==> src/rtl/controlUnit_defines.svh <==
`ifndef CONTROLUNIT_DEFINES_SVH
`define CONTROLUNIT_DEFINES_SVH

// instruction word coming from rom
`define INSTR_W 32

// constant width, same as datapath width
`define DATA_W 64

// register file index
`define REG_W 5

// zero register, reads as 0 and ignores writes
`define REG_XZR 5'd31

// link register, BL return address lands here
`define REG_LINK 5'd30

`endif

==> src/rtl/controlUnitPkg.sv <==
`default_nettype none

`include "controlUnit_defines.svh"

package controlUnitPkg;

	// fs = {op[2:0], aInvert, bInvert}
	typedef enum logic [4:0] {
		opAnd = 5'b00000,
		opOr  = 5'b00100,
		opAdd = 5'b01000,
		opSub = 5'b01001, // add with b inverted, carry in from bit 0
		opXor = 5'b01100,
		opLsl = 5'b10000,
		opLsr = 5'b10100
	} aluOp_t;

	typedef enum logic [1:0] {
		pcHold = 2'b00, // pc <= pc
		pcInc  = 2'b01, // pc <= pc + 4
		pcLoad = 2'b10, // pc <= in
		pcRel  = 2'b11  // pc <= pc + 4 + in*4
	} pcSel_t;

	// databus driver
	typedef enum logic [1:0] {
		busAlu = 2'b00,
		busRam = 2'b01,
		busPc4 = 2'b10,
		busB   = 2'b11
	} busSel_t;

	// 29 bit word, msb first
	typedef struct packed {
		logic              statusLoad; // latch v c z n
		logic              bSel;       // 0 = k, 1 = register b
		logic              pcSrcA;     // 0 = k, 1 = register a into pc
		logic              memWrite;
		logic              regWrite;
		busSel_t           bus;
		pcSel_t            ps;
		aluOp_t            fs;
		logic [`REG_W-1:0] sb;
		logic [`REG_W-1:0] sa;
		logic [`REG_W-1:0] da;
	} ctrlWord_t;

	typedef struct packed {
		logic v;
		logic c;
		logic z;
		logic n;
	} statusFlags_t;

	// what every format decoder hands back
	typedef struct packed {
		logic               movkNext; // next movk phase
		logic [`DATA_W-1:0] k;
		ctrlWord_t          cw;
	} decodeOut_t;

	typedef enum logic [3:0] {
		fmtNone,
		fmtD,
		fmtIArith,
		fmtLogic,
		fmtIw,
		fmtRAlu,
		fmtB,
		fmtBCond,
		fmtBl,
		fmtCbz,
		fmtBr
	} instrFormat_t;

endpackage

`default_nettype wire

==> src/rtl/aluFormatDecoder.sv <==
`timescale 1ns/1ps
`default_nettype none

`include "controlUnit_defines.svh"

module aluFormatDecoder (
	input  wire [`INSTR_W-1:0]        instr,
	output controlUnitPkg::decodeOut_t aluOut
);

	logic [10:0]       op;
	logic [`REG_W-1:0] rd;
	logic [`REG_W-1:0] rn;
	logic [`REG_W-1:0] rm;
	logic              isLoad; // LDUR vs STUR

	assign op     = instr[31:21];
	assign rd     = instr[4:0];
	assign rn     = instr[9:5];
	assign rm     = instr[20:16];
	assign isLoad = instr[22];

	always_comb begin
		aluOut          = '0;
		aluOut.cw.da    = rd;
		aluOut.cw.sa    = rn;
		aluOut.cw.sb    = `REG_XZR;
		aluOut.cw.ps    = controlUnitPkg::pcInc; // all of these just step
		aluOut.cw.pcSrcA = 1'b0;
		aluOut.cw.bus   = controlUnitPkg::busAlu;
		aluOut.movkNext = 1'b0;

		case (op[4:2])
			3'd0: begin
				// D format, address = rn + offset
				aluOut.cw.fs   = controlUnitPkg::opAdd;
				aluOut.cw.sb   = rd; // rt, store data on b
				aluOut.cw.bSel = 1'b0;
				aluOut.k       = `DATA_W'(instr[20:12]);
				if (isLoad) begin
					aluOut.cw.bus      = controlUnitPkg::busRam;
					aluOut.cw.regWrite = 1'b1;
				end else begin
					aluOut.cw.bus      = controlUnitPkg::busB; // rt out to ram
					aluOut.cw.memWrite = 1'b1;
				end
			end
			3'd2: begin
				// addi, addis, subi, subis
				aluOut.cw.fs = instr[30] ? controlUnitPkg::opSub : controlUnitPkg::opAdd;
				aluOut.cw.bSel       = 1'b0; // immediate
				aluOut.cw.statusLoad = instr[29]; // S forms
				aluOut.cw.regWrite   = 1'b1;
				aluOut.k             = `DATA_W'(instr[21:10]);
			end
			3'd4: begin
				// and orr eor ands, register or immediate
				case (instr[30:29])
					2'b00: aluOut.cw.fs = controlUnitPkg::opAnd;
					2'b01: aluOut.cw.fs = controlUnitPkg::opOr;
					2'b10: aluOut.cw.fs = controlUnitPkg::opXor;
					default: begin
						aluOut.cw.fs         = controlUnitPkg::opAnd;
						aluOut.cw.statusLoad = 1'b1; // ands
					end
				endcase
				aluOut.cw.sb       = rm;
				aluOut.cw.bSel     = instr[27]; // set on register form
				aluOut.cw.regWrite = 1'b1;
				aluOut.k = instr[27] ? `DATA_W'(instr[15:10]) : `DATA_W'(instr[21:10]);
			end
			3'd6: begin
				// fs bits: shift, sub, and, or, xor
				aluOut.cw.sb = rm;
				aluOut.cw.fs = controlUnitPkg::aluOp_t'({op[1], op[6], op[1] & ~op[0], 1'b0,
					op[9] & op[6]});
				aluOut.cw.bSel       = ~op[1]; // shifts take shamt from k
				aluOut.cw.statusLoad = (op[9] & op[8]) | (~op[9] & op[8] & op[3]);
				aluOut.cw.regWrite   = 1'b1;
				aluOut.k             = `DATA_W'(instr[15:10]); // shamt
			end
			default: ; // not an alu format, never selected
		endcase
	end

endmodule

`default_nettype wire

==> src/rtl/branchDecoder.sv <==
`timescale 1ns/1ps
`default_nettype none

`include "controlUnit_defines.svh"

module branchDecoder (
	input  wire [`INSTR_W-1:0]          instr,
	input  wire                         zero,   // alu zero, for cbz/cbnz
	input  wire controlUnitPkg::statusFlags_t status, // stored v c z n
	output controlUnitPkg::decodeOut_t  brOut
);

	logic [`DATA_W-1:0] brOff;   // 26 bit offset, B and BL
	logic [`DATA_W-1:0] condOff; // 19 bit offset, cbz and b.cond
	logic               condMet;
	logic               nEqV;    // signed less than

	assign brOff   = {{(`DATA_W-26){instr[25]}}, instr[25:0]};
	assign condOff = {{(`DATA_W-19){instr[23]}}, instr[23:5]};
	assign nEqV    = status.n ^ status.v;

	// arm condition codes on instr[3:0]
	always_comb begin
		case (instr[3:0])
			4'h0: condMet = status.z;                // eq
			4'h1: condMet = ~status.z;               // ne
			4'h2: condMet = status.c;                // hs
			4'h3: condMet = ~status.c;               // lo
			4'h4: condMet = status.n;                // mi
			4'h5: condMet = ~status.n;               // pl
			4'h6: condMet = status.v;                // vs
			4'h7: condMet = ~status.v;               // vc
			4'h8: condMet = status.c & ~status.z;    // hi
			4'h9: condMet = ~status.c | status.z;    // ls
			4'hA: condMet = ~nEqV;                   // ge
			4'hB: condMet = nEqV;                    // lt
			4'hC: condMet = ~status.z & ~nEqV;       // gt
			4'hD: condMet = status.z | nEqV;         // le
			default: condMet = 1'b1;                 // al, nv
		endcase
	end

	always_comb begin
		brOut             = '0;
		brOut.cw.da       = `REG_XZR;
		brOut.cw.sa       = `REG_XZR;
		brOut.cw.sb       = `REG_XZR;
		brOut.cw.fs       = controlUnitPkg::opAnd;
		brOut.cw.ps       = controlUnitPkg::pcInc;
		brOut.cw.bus      = controlUnitPkg::busPc4; // pc+4 on bus for BL
		brOut.cw.regWrite = 1'b0;
		brOut.cw.pcSrcA   = 1'b0; // k into pc unless BR

		case (instr[31:29])
			3'd0: begin // B
				brOut.cw.ps = controlUnitPkg::pcRel;
				brOut.k     = brOff;
			end
			3'd4: begin // BL
				brOut.cw.ps       = controlUnitPkg::pcRel;
				brOut.cw.da       = `REG_LINK;
				brOut.cw.regWrite = 1'b1;
				brOut.k           = brOff;
			end
			3'd6: begin
				// BR, pc <= rn
				brOut.cw.ps     = controlUnitPkg::pcLoad;
				brOut.cw.pcSrcA = 1'b1;
				brOut.cw.sa     = instr[9:5];
				brOut.k         = '0;
			end
			3'd5: begin
				// rt + xzr through alu so zero reflects rt
				brOut.cw.sa   = instr[4:0];
				brOut.cw.sb   = `REG_XZR;
				brOut.cw.fs   = controlUnitPkg::opAdd;
				brOut.cw.bSel = 1'b1;
				brOut.k       = condOff;
				brOut.cw.ps = (instr[24] ^ zero) ? controlUnitPkg::pcRel : controlUnitPkg::pcInc;
			end
			3'd2: begin // b.cond
				brOut.k     = condOff;
				brOut.cw.ps = condMet ? controlUnitPkg::pcRel : controlUnitPkg::pcInc;
			end
			default: ; // not a branch, never selected
		endcase
	end

endmodule

`default_nettype wire

==> src/rtl/controlUnit.sv <==
`timescale 1ns/1ps
`default_nettype none

`include "controlUnit_defines.svh"

module controlUnit (
	input  wire                         clock,
	input  wire                         arstN,
	input  wire [`INSTR_W-1:0]          instr,   // from rom
	input  wire                         zero,    // alu zero flag
	input  wire controlUnitPkg::statusFlags_t status,
	output controlUnitPkg::ctrlWord_t   controlWord,
	output logic [`DATA_W-1:0]          k        // constant to datapath
);

	controlUnitPkg::decodeOut_t aluOut;
	controlUnitPkg::decodeOut_t iwOut;
	controlUnitPkg::decodeOut_t brOut;
	controlUnitPkg::decodeOut_t selOut;
	logic                       movkPhase;

	aluFormatDecoder aluFormatDecoder_i (
		.instr  (instr),
		.aluOut (aluOut)
	);

	wideImmDecoder wideImmDecoder_i (
		.instr     (instr),
		.movkPhase (movkPhase),
		.iwOut     (iwOut)
	);

	branchDecoder branchDecoder_i (
		.instr  (instr),
		.zero   (zero),
		.status (status),
		.brOut  (brOut)
	);

	// format pick plus movk phase register
	decodeControl decodeControl_i (
		.clock     (clock),
		.arstN     (arstN),
		.instr     (instr),
		.aluOut    (aluOut),
		.iwOut     (iwOut),
		.brOut     (brOut),
		.movkPhase (movkPhase),
		.selOut    (selOut)
	);

	assign controlWord = selOut.cw;
	assign k           = selOut.k;

endmodule

`default_nettype wire

==> src/rtl/decodeControl.sv <==
`timescale 1ns/1ps
`default_nettype none

`include "controlUnit_defines.svh"

module decodeControl (
	input  wire                       clock,
	input  wire                       arstN,
	input  wire [`INSTR_W-1:0]        instr,
	input  wire controlUnitPkg::decodeOut_t aluOut, // d, i arith, logic, r alu
	input  wire controlUnitPkg::decodeOut_t iwOut,  // movz / movk
	input  wire controlUnitPkg::decodeOut_t brOut,  // all branches
	output logic                      movkPhase,
	output controlUnitPkg::decodeOut_t selOut
);

	logic [10:0] op; // 11 bit opcode, narrower formats just see more bits
	controlUnitPkg::instrFormat_t fmt;

	assign op = instr[31:21];

	// op[5] splits branches from everything else
	always_comb begin
		fmt = controlUnitPkg::fmtNone;
		if (op[5]) begin
			case (op[10:8])
				3'd0: fmt = controlUnitPkg::fmtB;
				3'd2: fmt = controlUnitPkg::fmtBCond;
				3'd4: fmt = controlUnitPkg::fmtBl;
				3'd5: fmt = controlUnitPkg::fmtCbz; // cbz and cbnz
				3'd6: fmt = controlUnitPkg::fmtBr;
				default: fmt = controlUnitPkg::fmtNone;
			endcase
		end else begin
			case (op[4:2])
				3'd0: fmt = controlUnitPkg::fmtD;
				3'd2: fmt = controlUnitPkg::fmtIArith;
				3'd4: fmt = controlUnitPkg::fmtLogic; // reg and imm forms
				3'd5: fmt = controlUnitPkg::fmtIw;
				3'd6: fmt = controlUnitPkg::fmtRAlu;
				default: fmt = controlUnitPkg::fmtNone;
			endcase
		end
	end

	always_comb begin
		case (fmt)
			controlUnitPkg::fmtD,
			controlUnitPkg::fmtIArith,
			controlUnitPkg::fmtLogic,
			controlUnitPkg::fmtRAlu:  selOut = aluOut;
			controlUnitPkg::fmtIw:    selOut = iwOut;
			controlUnitPkg::fmtB,
			controlUnitPkg::fmtBCond,
			controlUnitPkg::fmtBl,
			controlUnitPkg::fmtCbz,
			controlUnitPkg::fmtBr:    selOut = brOut;
			default:                  selOut = '0; // nop, pc held, no writes
		endcase
	end

	// movk phase, only state in the decoder
	always_ff @(posedge clock or negedge arstN) begin
		if (!arstN)
			movkPhase <= 1'b0;
		else
			movkPhase <= selOut.movkNext;
	end

endmodule

`default_nettype wire

==> src/rtl/wideImmDecoder.sv <==
`timescale 1ns/1ps
`default_nettype none

`include "controlUnit_defines.svh"

module wideImmDecoder (
	input  wire [`INSTR_W-1:0]        instr,
	input  wire                       movkPhase, // 1 in second movk cycle
	output controlUnitPkg::decodeOut_t iwOut
);

	logic               isMovk;
	logic [1:0]         hw;       // 16 bit lane select
	logic [5:0]         laneShift;
	logic [`DATA_W-1:0] laneVal;  // imm16 placed in lane
	logic [`DATA_W-1:0] laneMask; // clears lane, keeps the rest

	assign isMovk    = instr[29];
	assign hw        = instr[22:21];
	assign laneShift = {hw, 4'b0000};
	assign laneVal   = `DATA_W'(instr[20:5]) << laneShift;
	assign laneMask  = ~(`DATA_W'(16'hFFFF) << laneShift);

	always_comb begin
		iwOut             = '0;
		iwOut.cw.da       = instr[4:0];
		iwOut.cw.sb       = `REG_XZR;
		iwOut.cw.bSel     = 1'b0; // k on b input
		iwOut.cw.bus      = controlUnitPkg::busAlu;
		iwOut.cw.regWrite = 1'b1;

		if (!isMovk) begin
			// movz, xzr | lane value, done in one go
			iwOut.cw.fs = controlUnitPkg::opOr;
			iwOut.cw.sa = `REG_XZR;
			iwOut.cw.ps = controlUnitPkg::pcInc;
			iwOut.k     = laneVal;
		end else if (!movkPhase) begin
			// first movk cycle, knock out the lane
			iwOut.cw.fs    = controlUnitPkg::opAnd;
			iwOut.cw.sa    = instr[4:0]; // rd read back
			iwOut.cw.ps    = controlUnitPkg::pcHold; // same instr again next cycle
			iwOut.k        = laneMask;
			iwOut.movkNext = 1'b1;
		end else begin
			// second cycle, or the new bits in
			iwOut.cw.fs    = controlUnitPkg::opOr;
			iwOut.cw.sa    = instr[4:0];
			iwOut.cw.ps    = controlUnitPkg::pcInc;
			iwOut.k        = laneVal;
			iwOut.movkNext = 1'b0;
		end
	end

endmodule

`default_nettype wire

==> config.mk <==
export PLATFORM = sky130hd
export DESIGN_NAME = controlUnit
export DESIGN_NICKNAME = d
export VERILOG_FILES = /design/src/rtl/controlUnitPkg.sv /design/src/rtl/aluFormatDecoder.sv /design/src/rtl/branchDecoder.sv /design/src/rtl/controlUnit.sv /design/src/rtl/decodeControl.sv /design/src/rtl/wideImmDecoder.sv
export VERILOG_INCLUDE_DIRS = /design/src /design/src/rtl
export SDC_FILE = /design/constraint.sdc
export NUM_CORES = 1
export LEC_CHECK = 0
export ABC_AREA = 1
export BUFFER_PORTS_ARGS = -buffer_cell sky130_fd_sc_hd__buf_4
export CAP_MARGIN = 20
export CORE_MARGIN = 4
export CORE_UTILIZATION = 55
export CTS_BUF_LIST = sky130_fd_sc_hd__clkbuf_16
export DETAILED_ROUTE_END_ITERATION = 10
export PLACE_DENSITY = 0.81
export SYNTH_ARGS = -nofsm -noshare
export SYNTH_HDL_FRONTEND = slang
export SYNTH_HIERARCHICAL = 1
export SYNTH_SLANG_ARGS = --single-unit
export TNS_END_PERCENT = 1
==> constraint.sdc <==
create_clock -name clock -period 2.9 [get_ports clock]
set_input_delay 0 -clock clock [delete_from_list [all_inputs] [get_ports clock]]
set_output_delay 0 -clock clock [all_outputs]
set_load 0.01 [all_outputs]
==> results of run 1 <==
## how the worst max path moves through the flow
stage | to | cells after the start
final | k[10] | 8
after global routing | k[0] | 8
after CTS | k[7] | 8
after detailed placement | k[7] | 8
after global placement | k[7] | 8
after floorplan | k[26] | 9
## layout make-up
type	instances	area, µm²
fillers	1108	4530
inverters	87	345
multi-input cells	844	4240
flip-flops and latches	1	25.0
well taps	136	170
repair buffers	143	1100
## metrics by stage
stage / area [µm²] / hold slack, ps / worst slack (ps) / instances
6_report: 5880 / 323 / 937 / 1211
5_1_grt: 5880 / 353 / 816 / 1211
4_1_cts: 5880 / 320 / 976 / 1211
3_5_place_dp: 5870 / -223 / 974 / 1210
3_3_place_gp: 5870 / -224 / 993 / 1210
2_1_floorplan: 6280 / -296 / 1400 / 1179
## layout by cell type (no fill, tap or decap), types with 2 or more instances in the layout
cell type	netlist	routed
o21ai_1	6	6
inv_4	2	2
nand2_2	11	16
ha_1	3	3
nand2_1	255	250
buf_4	161	140
o211ai_1	5	5
or2_2	5	5
nor2_2	3	3
buf_12	0	2
nand3b_1	3	3
conb_1	6	92
inv_1	77	76
o22ai_1	7	7
nand3_1	194	194
inv_2	6	7
o21ai_0	7	7
nor2_1	32	32
nor2_4	4	4
nand4_1	196	196
a21oi_1	2	2
a211oi_1	2	2
o22ai_2	10	10
## critical path, delay by kind of cell (launching register included)
family | cells | cell delay [ps]
flip-flops | 1 | 310
buffers and inverters | 3 | 670
AND/OR/NAND/NOR | 5 | 970
## routing by layer
metal	GRT usage [%]	vias to the layer above	wire length, µm
li1	-	3487	-
met1	38.4	3222	7690
met2	44.8	420	8630
met3	5.66	61	2180
met4	9.13	0	664
met5	0	-	0
## power by group
part            total, W  internal [W]  switching (W)
Clock                  0             0              0
Combinational    0.00129      0.000465       0.000820
Sequential     0.0000167     0.0000160    0.000000652
## kinds of logic after synthesis
group,count (synthesis),share of synthesized area [%]
buffers and inverters,334,34.1
flip-flops,1,0.420
XOR/XNOR,1,0.147
AO/OA/AOI/OAI,42,5.59
other,6,0.378
AND/OR/NAND/NOR,706,58.7
adder cells (fa/ha/maj),3,0.630
==> flow_metrics.env, run 1 <==
export IMPL_synth_seq_area_share_pct=0.420
export IMPL_synth_warning_count=6
export IMPL_vdd_drop_max_mv=0.123
export IMPL_timing_fmax_mhz=509
export IMPL_criticalPathCategory="reg2out"
export IMPL_hold_viol=0
export IMPL_min_path_type="in2async"
export IMPL_place_gp_congestion=0.989
export IMPL_fp_dieH_um=112
export IMPL_finClkSkew_ps=0
export IMPL_p_total_w=0.00130
export IMPL_min_period_over_period_pct=67.7
export IMPL_grt_ovfl_total=0
export IMPL_async_flop_share_pct=100
export IMPL_fin_crit_ps=1960
export IMPL_worstPathRequired_ps=2900
export IMPL_netlist_top_cells_area="nand4_1 (21%), buf_4 (20%), nand3_1 (16%), nand2_1 (16%), inv_1 (4.9%)"
export IMPL_crit_path_max_fanout=41
export IMPL_cts_resized=0
export IMPL_largest_register_ff_count=1
export IMPL_ios=132
export IMPL_slew_viol_final=0
export IMPL_firstDrtPassIters=5
export IMPL_maxCapViolCount=0
export IMPL_synth_common_cells="nand2_1 (255), nand4_1 (196), nand3_1 (194), buf_4 (161), inv_1 (77)"
export IMPL_start_util_pct=57.2
export IMPL_yosys_register_bits=1
export IMPL_post_cts_buffers=0
export IMPL_rsz0062_at_grt="no"
export IMPL_yosysUniqueCellTypes=37
export IMPL_core_um2=10400
export IMPL_vias_per_cell=5.94
export IMPL_wirelength_um=19200
export IMPL_holdBufCountCts=1
export IMPL_fp_row_count=37
export IMPL_vias=7190
export IMPL_dr_first_iter_drc_count=944
export IMPL_postSynthCellCount=1093
export IMPL_post_route_drc_count=0
export IMPL_relSlewSlack_pct=33.1
export IMPL_worstReg2RegStart="decodeControl_i/movkPhase"
export IMPL_clk_latency_ps=0
export IMPL_largest_register="decodeControl_i/movkPhase"
export IMPL_cp_slowest_cell="buf_4"
export IMPL_drive_above_1_share_pct=18.1
export IMPL_die_area_um2=12600
export IMPL_yosysMostFrequentCell="nand2_1"
export IMPL_crit_chain="inv_1 > nand2_2 > buf_4 > nand3_1 > nand2_1 > nand4_1 > nand3_1 > buf_4"
export IMPL_grt_pass1_wl_um=31000
export IMPL_worst_path_largest_cell_delay_ps=450
export IMPL_antenna_found_initial=0
export IMPL_grt_usage_pct=28.3
export IMPL_worst_slew_pin_slew_ps=1000
export IMPL_dieWidth_um=112
export IMPL_hpwl_um=12900
export IMPL_avgSynthCellArea_um2=5.45
export IMPL_setup_viol=0
export IMPL_grt_max_degree=95
export IMPL_critPathCaptureType="output port"
export IMPL_ff2ff_path_depth=5
export IMPL_grt_pass1_vias=6229
export IMPL_synthDominantCellAreaShare_pct=20.6
export IMPL_syn_cell_area_um2=5960
export IMPL_clk_pin_slew_ps=0
export IMPL_crit_start="decodeControl_i/movkPhase"
export IMPL_reg2reg_slack_ps=1570
export IMPL_synth_edf_count=0
export IMPL_arrival_ps=1960
export IMPL_powerDensity_nw_per_um2=221
export IMPL_diodes=0
export IMPL_timing_rr_end="decodeControl_i/movkPhase"
export IMPL_syn2layout_area_growth_pct=-1.20
export IMPL_power_leakage_nw=3.24
export IMPL_status="completed"
export IMPL_nets=1119
export IMPL_io_buffers=129
export IMPL_wl_per_cell_um=15.8
export IMPL_top_regs="decodeControl_i/movkPhase (1)"
export IMPL_ys_flop_type="dfrtp_1"
export IMPL_ant_nets=0
export IMPL_crit_path_start_kind="register"
export IMPL_final_core_util_pct=56.5
export IMPL_fin_setup_tns_ps=0
export IMPL_yosysTopAreaCell="nand4_1"
No activity file was read; power rests on OpenSTA's default activity.
==> run 2, diff against run 1 <==
==> constraint.sdc (replaced) <==
create_clock -name clock -period 1.9 [get_ports clock]
set_input_delay 0 -clock clock [delete_from_list [all_inputs] [get_ports clock]]
set_output_delay 0 -clock clock [all_outputs]
set_load 0.01 [all_outputs]
==> run 2 against run 1 <==
  * Clock skew did not move
  * First-iteration DRC count grew 8.3%
  * Critical path depth rose by 2
  * Final area grew 3.0%
  * Highest routed layer unchanged
  * Final cell count is 0.99% higher
  * Wire length grew 0.68%
  * Critical endpoint is now k[0]
  * Die area unchanged
==> flow_metrics.env, run 2 (synthesis results as in run 1) <==
export IMPL_status="completed"
export IMPL_wl_per_cell_um=15.8
export IMPL_final_common_cell="nand2_1"
export IMPL_worstPathRequired_ps=1900
export IMPL_post_route_drc_count=0
export IMPL_largest_register_ff_count=1
export IMPL_arrival_ps=1560
export IMPL_antenna_found_initial=0
export IMPL_dpl_cell_area_um2=6050
export IMPL_finClkSkew_ps=0
export IMPL_ios=132
export IMPL_grt_max_degree=95
export IMPL_hold_viol=0
export IMPL_ff2ff_path_depth=5
export IMPL_power_leakage_nw=3.33
export IMPL_fp_dieH_um=112
export IMPL_largest_register="decodeControl_i/movkPhase"
export IMPL_rsz0062_at_grt="no"
export IMPL_crit_path_start_kind="primary input"
export IMPL_min_period_over_period_pct=81.9
export IMPL_clk_pin_slew_ps=0
export IMPL_vias=7217
export IMPL_fp_row_count=37
export IMPL_diodes=0
export IMPL_firstDrtPassIters=6
export IMPL_multi_input_area_um2=4240
export IMPL_vdd_drop_max_mv=0.269
export IMPL_nets=1131
export IMPL_die_area_um2=12600
export IMPL_grt_ovfl_total=0
export IMPL_ant_nets=0
export IMPL_vias_per_cell=5.90
export IMPL_worstReg2RegStart="decodeControl_i/movkPhase"
export IMPL_powerDensity_nw_per_um2=340
export IMPL_critPathCaptureType="output port"
export IMPL_fillCellCount=1125
export IMPL_fin_setup_tns_ps=0
export IMPL_wirelength_um=19300
export IMPL_crit_path_max_fanout=29
export IMPL_top_regs="decodeControl_i/movkPhase (1)"
export IMPL_clk_latency_ps=0
export IMPL_maxCapViolCount=0
export IMPL_hpwl_um=13500
export IMPL_final_cell_mix="nand2_1 (250), nand4_1 (196), nand3_1 (194)"
export IMPL_grt_pass1_vias=6104
export IMPL_dieWidth_um=112
export IMPL_slew_viol_final=0
export IMPL_place_gp_congestion=0.981
export IMPL_min_path_type="in2async"
export IMPL_fin_crit_ps=1560
export IMPL_grt_usage_pct=28.5
export IMPL_post_cts_buffers=0
export IMPL_syn2layout_area_growth_pct=1.79
export IMPL_start_util_pct=57.2
export IMPL_setup_viol=0
export IMPL_dr_first_iter_drc_count=1022
export IMPL_final_cell_area_um2=6060
export IMPL_reg2reg_slack_ps=1030
export IMPL_timing_rr_end="decodeControl_i/movkPhase"
export IMPL_ff_latch_area_um2=25.0
export IMPL_timing_fmax_mhz=643
export IMPL_criticalPathCategory="in2out"
export IMPL_drive_above_1_share_pct=19.0
export IMPL_core_um2=10400
export IMPL_io_buffers=129
export IMPL_grt_pass1_wl_um=30900
## run 2: cell count changes in the layout (fill, tap and decap cells not counted), sizes merged
cell	change
buf	+12
## run 2: worst max-delay path by stage
stage          startpoint     to  slack (ps)
4_1_cts         instr[29]  k[11]         380
2_1_floorplan   instr[31]  k[26]         400
6_report        instr[29]   k[0]         340
3_3_place_gp    instr[29]   k[1]         430
5_1_grt         instr[29]  k[31]         260
3_5_place_dp    instr[29]  k[11]         390
## run 2: repair_timing
item | 4_1_cts | 5_1_grt
endpoints found under the hold margin | 1 | 0
hold buffers | 1 | 0
gates resized for setup | 0 | 0
## run 2: through the flow
step | hold slack, ps | std cells | setup slack (ps) | util, % | total power, W
floorplan | -296 | 1179 | 398 | - | 0.00152
global placement | -224 | 1222 | 432 | 58.1 | 0.00201
detailed placement | -223 | 1222 | 389 | 58.1 | 0.00202
CTS | 318 | 1223 | 377 | 58.2 | 0.00203
global route | 343 | 1223 | 261 | 58.2 | 0.00224
finish | 323 | 1223 | 344 | 58.2 | 0.00206
## run 2: area by class of cell
cell class	count	area share, %
Inverter	87	5.70
Tap cell	136	2.81
Sequential cell	1	0.413
Timing Repair Buffer	155	21.1
Multi-Input combinational cell	844	70.0
## run 2: routing by layer
metal,wire (µm),track usage (%),vias to the layer above
met1,7780,39.6,3219
met5,0,0,-
met4,612,8.33,0
li1,-,-,3522
met2,8650,46.3,431
met3,2240,3.34,45
## run 2: report_power, final
part / leakage [nW] / switching (W) / internal, W / total, W
clock: 0 / 0 / 0 / 0
combinational: 3.32 / 0.00127 / 0.000768 / 0.00203
sequential: 0.0122 / 0.000000622 / 0.0000244 / 0.0000250
total: 3.33 / 0.00127 / 0.000792 / 0.00206
## run 2: critical path, cell delays in order
cell and delay, ps:
buf_4 190, nor2_2 170, nand2_1 70, nand3_1 90, nand2_2 100, nand2_2 280
buf_12 230, nand4_1 100, nand3_1 160, buf_4 150
==> run 3, diff against run 2 <==
==> constraint.sdc (replaced) <==
create_clock -name clock -period 1.6 [get_ports clock]
set_input_delay 0 -clock clock [delete_from_list [all_inputs] [get_ports clock]]
set_output_delay 0 -clock clock [all_outputs]
set_load 0.01 [all_outputs]
==> run 3 against run 2 <==
  * Final area grew 0.66%
  * Worst hold slack worse by 2.4 ps
  * Die area stayed put
  * Total power increased by 20%
  * Clock skew is the same
  * Setup slack lost 190 ps
  * Register-to-register slack worse by 310 ps
  * Sequential share of layout area is essentially flat
  * Wire length rose by 1.2%
  * Largest power group unchanged
==> flow_metrics.env, run 3 (synthesis results as in run 1) <==
export IMPL_status="completed"
export IMPL_reg2reg_slack_ps=720
export IMPL_routed_top_layer="met4"
export IMPL_worst_slew_pin_slew_ps=563
export IMPL_worstReg2RegStart="decodeControl_i/movkPhase"
export IMPL_io_buffers=129
export IMPL_wl_per_cell_um=15.9
export IMPL_crit_chain="buf_4 > nor2_2 > nand3b_1 > nand2_2 > buf_12 > nand4_1 > nand3_1 > buf_4"
export IMPL_dr_first_iter_drc_count=1140
export IMPL_fp_dieH_um=112
export IMPL_start_util_pct=57.2
export IMPL_holdBufCountCts=1
export IMPL_worstPathRequired_ps=1600
export IMPL_antenna_found_initial=0
export IMPL_fin_setup_tns_ps=0
export IMPL_worst_path_largest_cell_delay_ps=270
export IMPL_hpwl_um=13700
export IMPL_post_route_drc_count=0
export IMPL_path_common_cell="buf_4"
export IMPL_cts_resized=0
export IMPL_final_core_util_pct=58.6
export IMPL_critPathTopFamily="simple AND/OR/NAND/NOR gates"
export IMPL_switchingPower_w=0.00151
export IMPL_largest_register="decodeControl_i/movkPhase"
export IMPL_ios=132
export IMPL_met2WireLength_um=8810
export IMPL_power_leakage_nw=3.35
export IMPL_grt_ovfl_total=0
export IMPL_wl_met3_um=2190
export IMPL_cp_slowest_cell="buf_12"
export IMPL_grt_max_degree=68
export IMPL_dieWidth_um=112
export IMPL_grt_pass1_wl_um=31400
export IMPL_drive_above_1_share_pct=19.2
export IMPL_vias_per_cell=5.91
export IMPL_syn2layout_area_growth_pct=2.46
export IMPL_maxCapViolCount=0
export IMPL_fin_crit_ps=1450
export IMPL_crit_path_start_kind="primary input"
export IMPL_drt_met1_wl_um=7970
export IMPL_fin_cells=1225
export IMPL_clk_pin_slew_ps=0
export IMPL_slew_viol_final=0
export IMPL_critPathCaptureType="output port"
export IMPL_largest_register_ff_count=1
export IMPL_criticalPathCategory="in2out"
export IMPL_crit_start="instr[29]"
export IMPL_rsz0062_at_grt="no"
export IMPL_pwr_share_seq_pct=1.2
export IMPL_relSlewSlack_pct=62.5
export IMPL_powerDensity_nw_per_um2=403
export IMPL_grt_usage_pct=28.9
export IMPL_firstDrtPassIters=7
export IMPL_min_path_type="in2async"
export IMPL_arrival_ps=1450
export IMPL_min_period_over_period_pct=90.4
export IMPL_top_regs="decodeControl_i/movkPhase (1)"
export IMPL_fp_row_count=37
export IMPL_finClkSkew_ps=0
export IMPL_die_area_um2=12600
export IMPL_diodes=0
export IMPL_nets=1133
export IMPL_place_gp_congestion=1.01
export IMPL_post_cts_buffers=0
export IMPL_placed_cells=1224
export IMPL_grt_pass1_vias=6178
export IMPL_crit_buf_inv=3
export IMPL_netSwitchingFraction_pct=61.3
export IMPL_vias=7243
export IMPL_crit_path_max_fanout=67
export IMPL_wirelength_um=19500
export IMPL_ant_nets=0
export IMPL_clk_latency_ps=0
export IMPL_final_cell_mix="nand2_1 (250), nand4_1 (196), nand3_1 (194)"
export IMPL_hold_viol=0
export IMPL_setup_viol=0
export IMPL_core_um2=10400
export IMPL_timing_fmax_mhz=692
export IMPL_vdd_drop_max_mv=0.300
export IMPL_power_frac_comb_pct=98.8
export IMPL_final_common_cell="nand2_1"
export IMPL_clkPwrFrac_pct=0
export IMPL_cell_internal_pwr_w=0.000952
run 3: changes by cell type in the layout (fill, tap and decap cells not counted), sizes merged:
cell / delta
buf: +2
run 3: worst register-to-register path: stages (launching register included):
cell and delay [ps]:
dfrtp_1 340, inv_1 60, nand2_2 80, inv_4 100, nand4_1 110, nand3_1 110
run 3: path summary, 6_finish.rpt:
| path | end | cells past startpoint |
|---|---|---|
| worst max-delay path | k[11] | 8 |
| worst min-delay path | decodeControl_i/movkPhase | 2 |
| worst max register to register | decodeControl_i/movkPhase | 5 |
| worst min register to register | decodeControl_i/movkPhase | 5 |
| max in group asynchronous | decodeControl_i/movkPhase | 2 |
| min in group clock | controlWord[4] | 4 |
run 3: routing by layer:
layer,vias to the layer above,track usage (%)
met1,3236,40.7
met3,50,4.10
met5,-,0
met2,442,46.8
li1,3515,-
met4,0,6.41
run 3: final cells by class:
cell class / instances / area [µm²]
fillers: 1143 / 4310
well taps: 136 / 170
repair buffers: 157 / 1320
flip-flops and latches: 1 / 25.0
multi-input cells: 844 / 4240
inverters: 87 / 345
run 3: stage by stage:
| step | instance area (µm²) | total power, W | setup WS, ps | hold WS (ps) |
|---|---|---|---|---|
| floorplan | 6280 | 0.00180 | 97.6 | -296 |
| global placement | 6090 | 0.00239 | 239 | -222 |
| detailed placement | 6090 | 0.00241 | 228 | -223 |
| CTS | 6100 | 0.00242 | 215 | 314 |
| global route | 6100 | 0.00268 | 44.1 | 359 |
| finish | 6100 | 0.00246 | 154 | 320 |
run 3: power by group through the flow:
stage	Sequential, W	Combinational, W	Clock [W]
5_1_grt	0.0000299	0.00265	0
4_1_cts	0.0000299	0.00239	0
3_5_place_dp	0.0000299	0.00238	0
3_3_place_gp	0.0000297	0.00236	0
6_report	0.0000298	0.00243	0
2_1_floorplan	0.0000296	0.00177	0
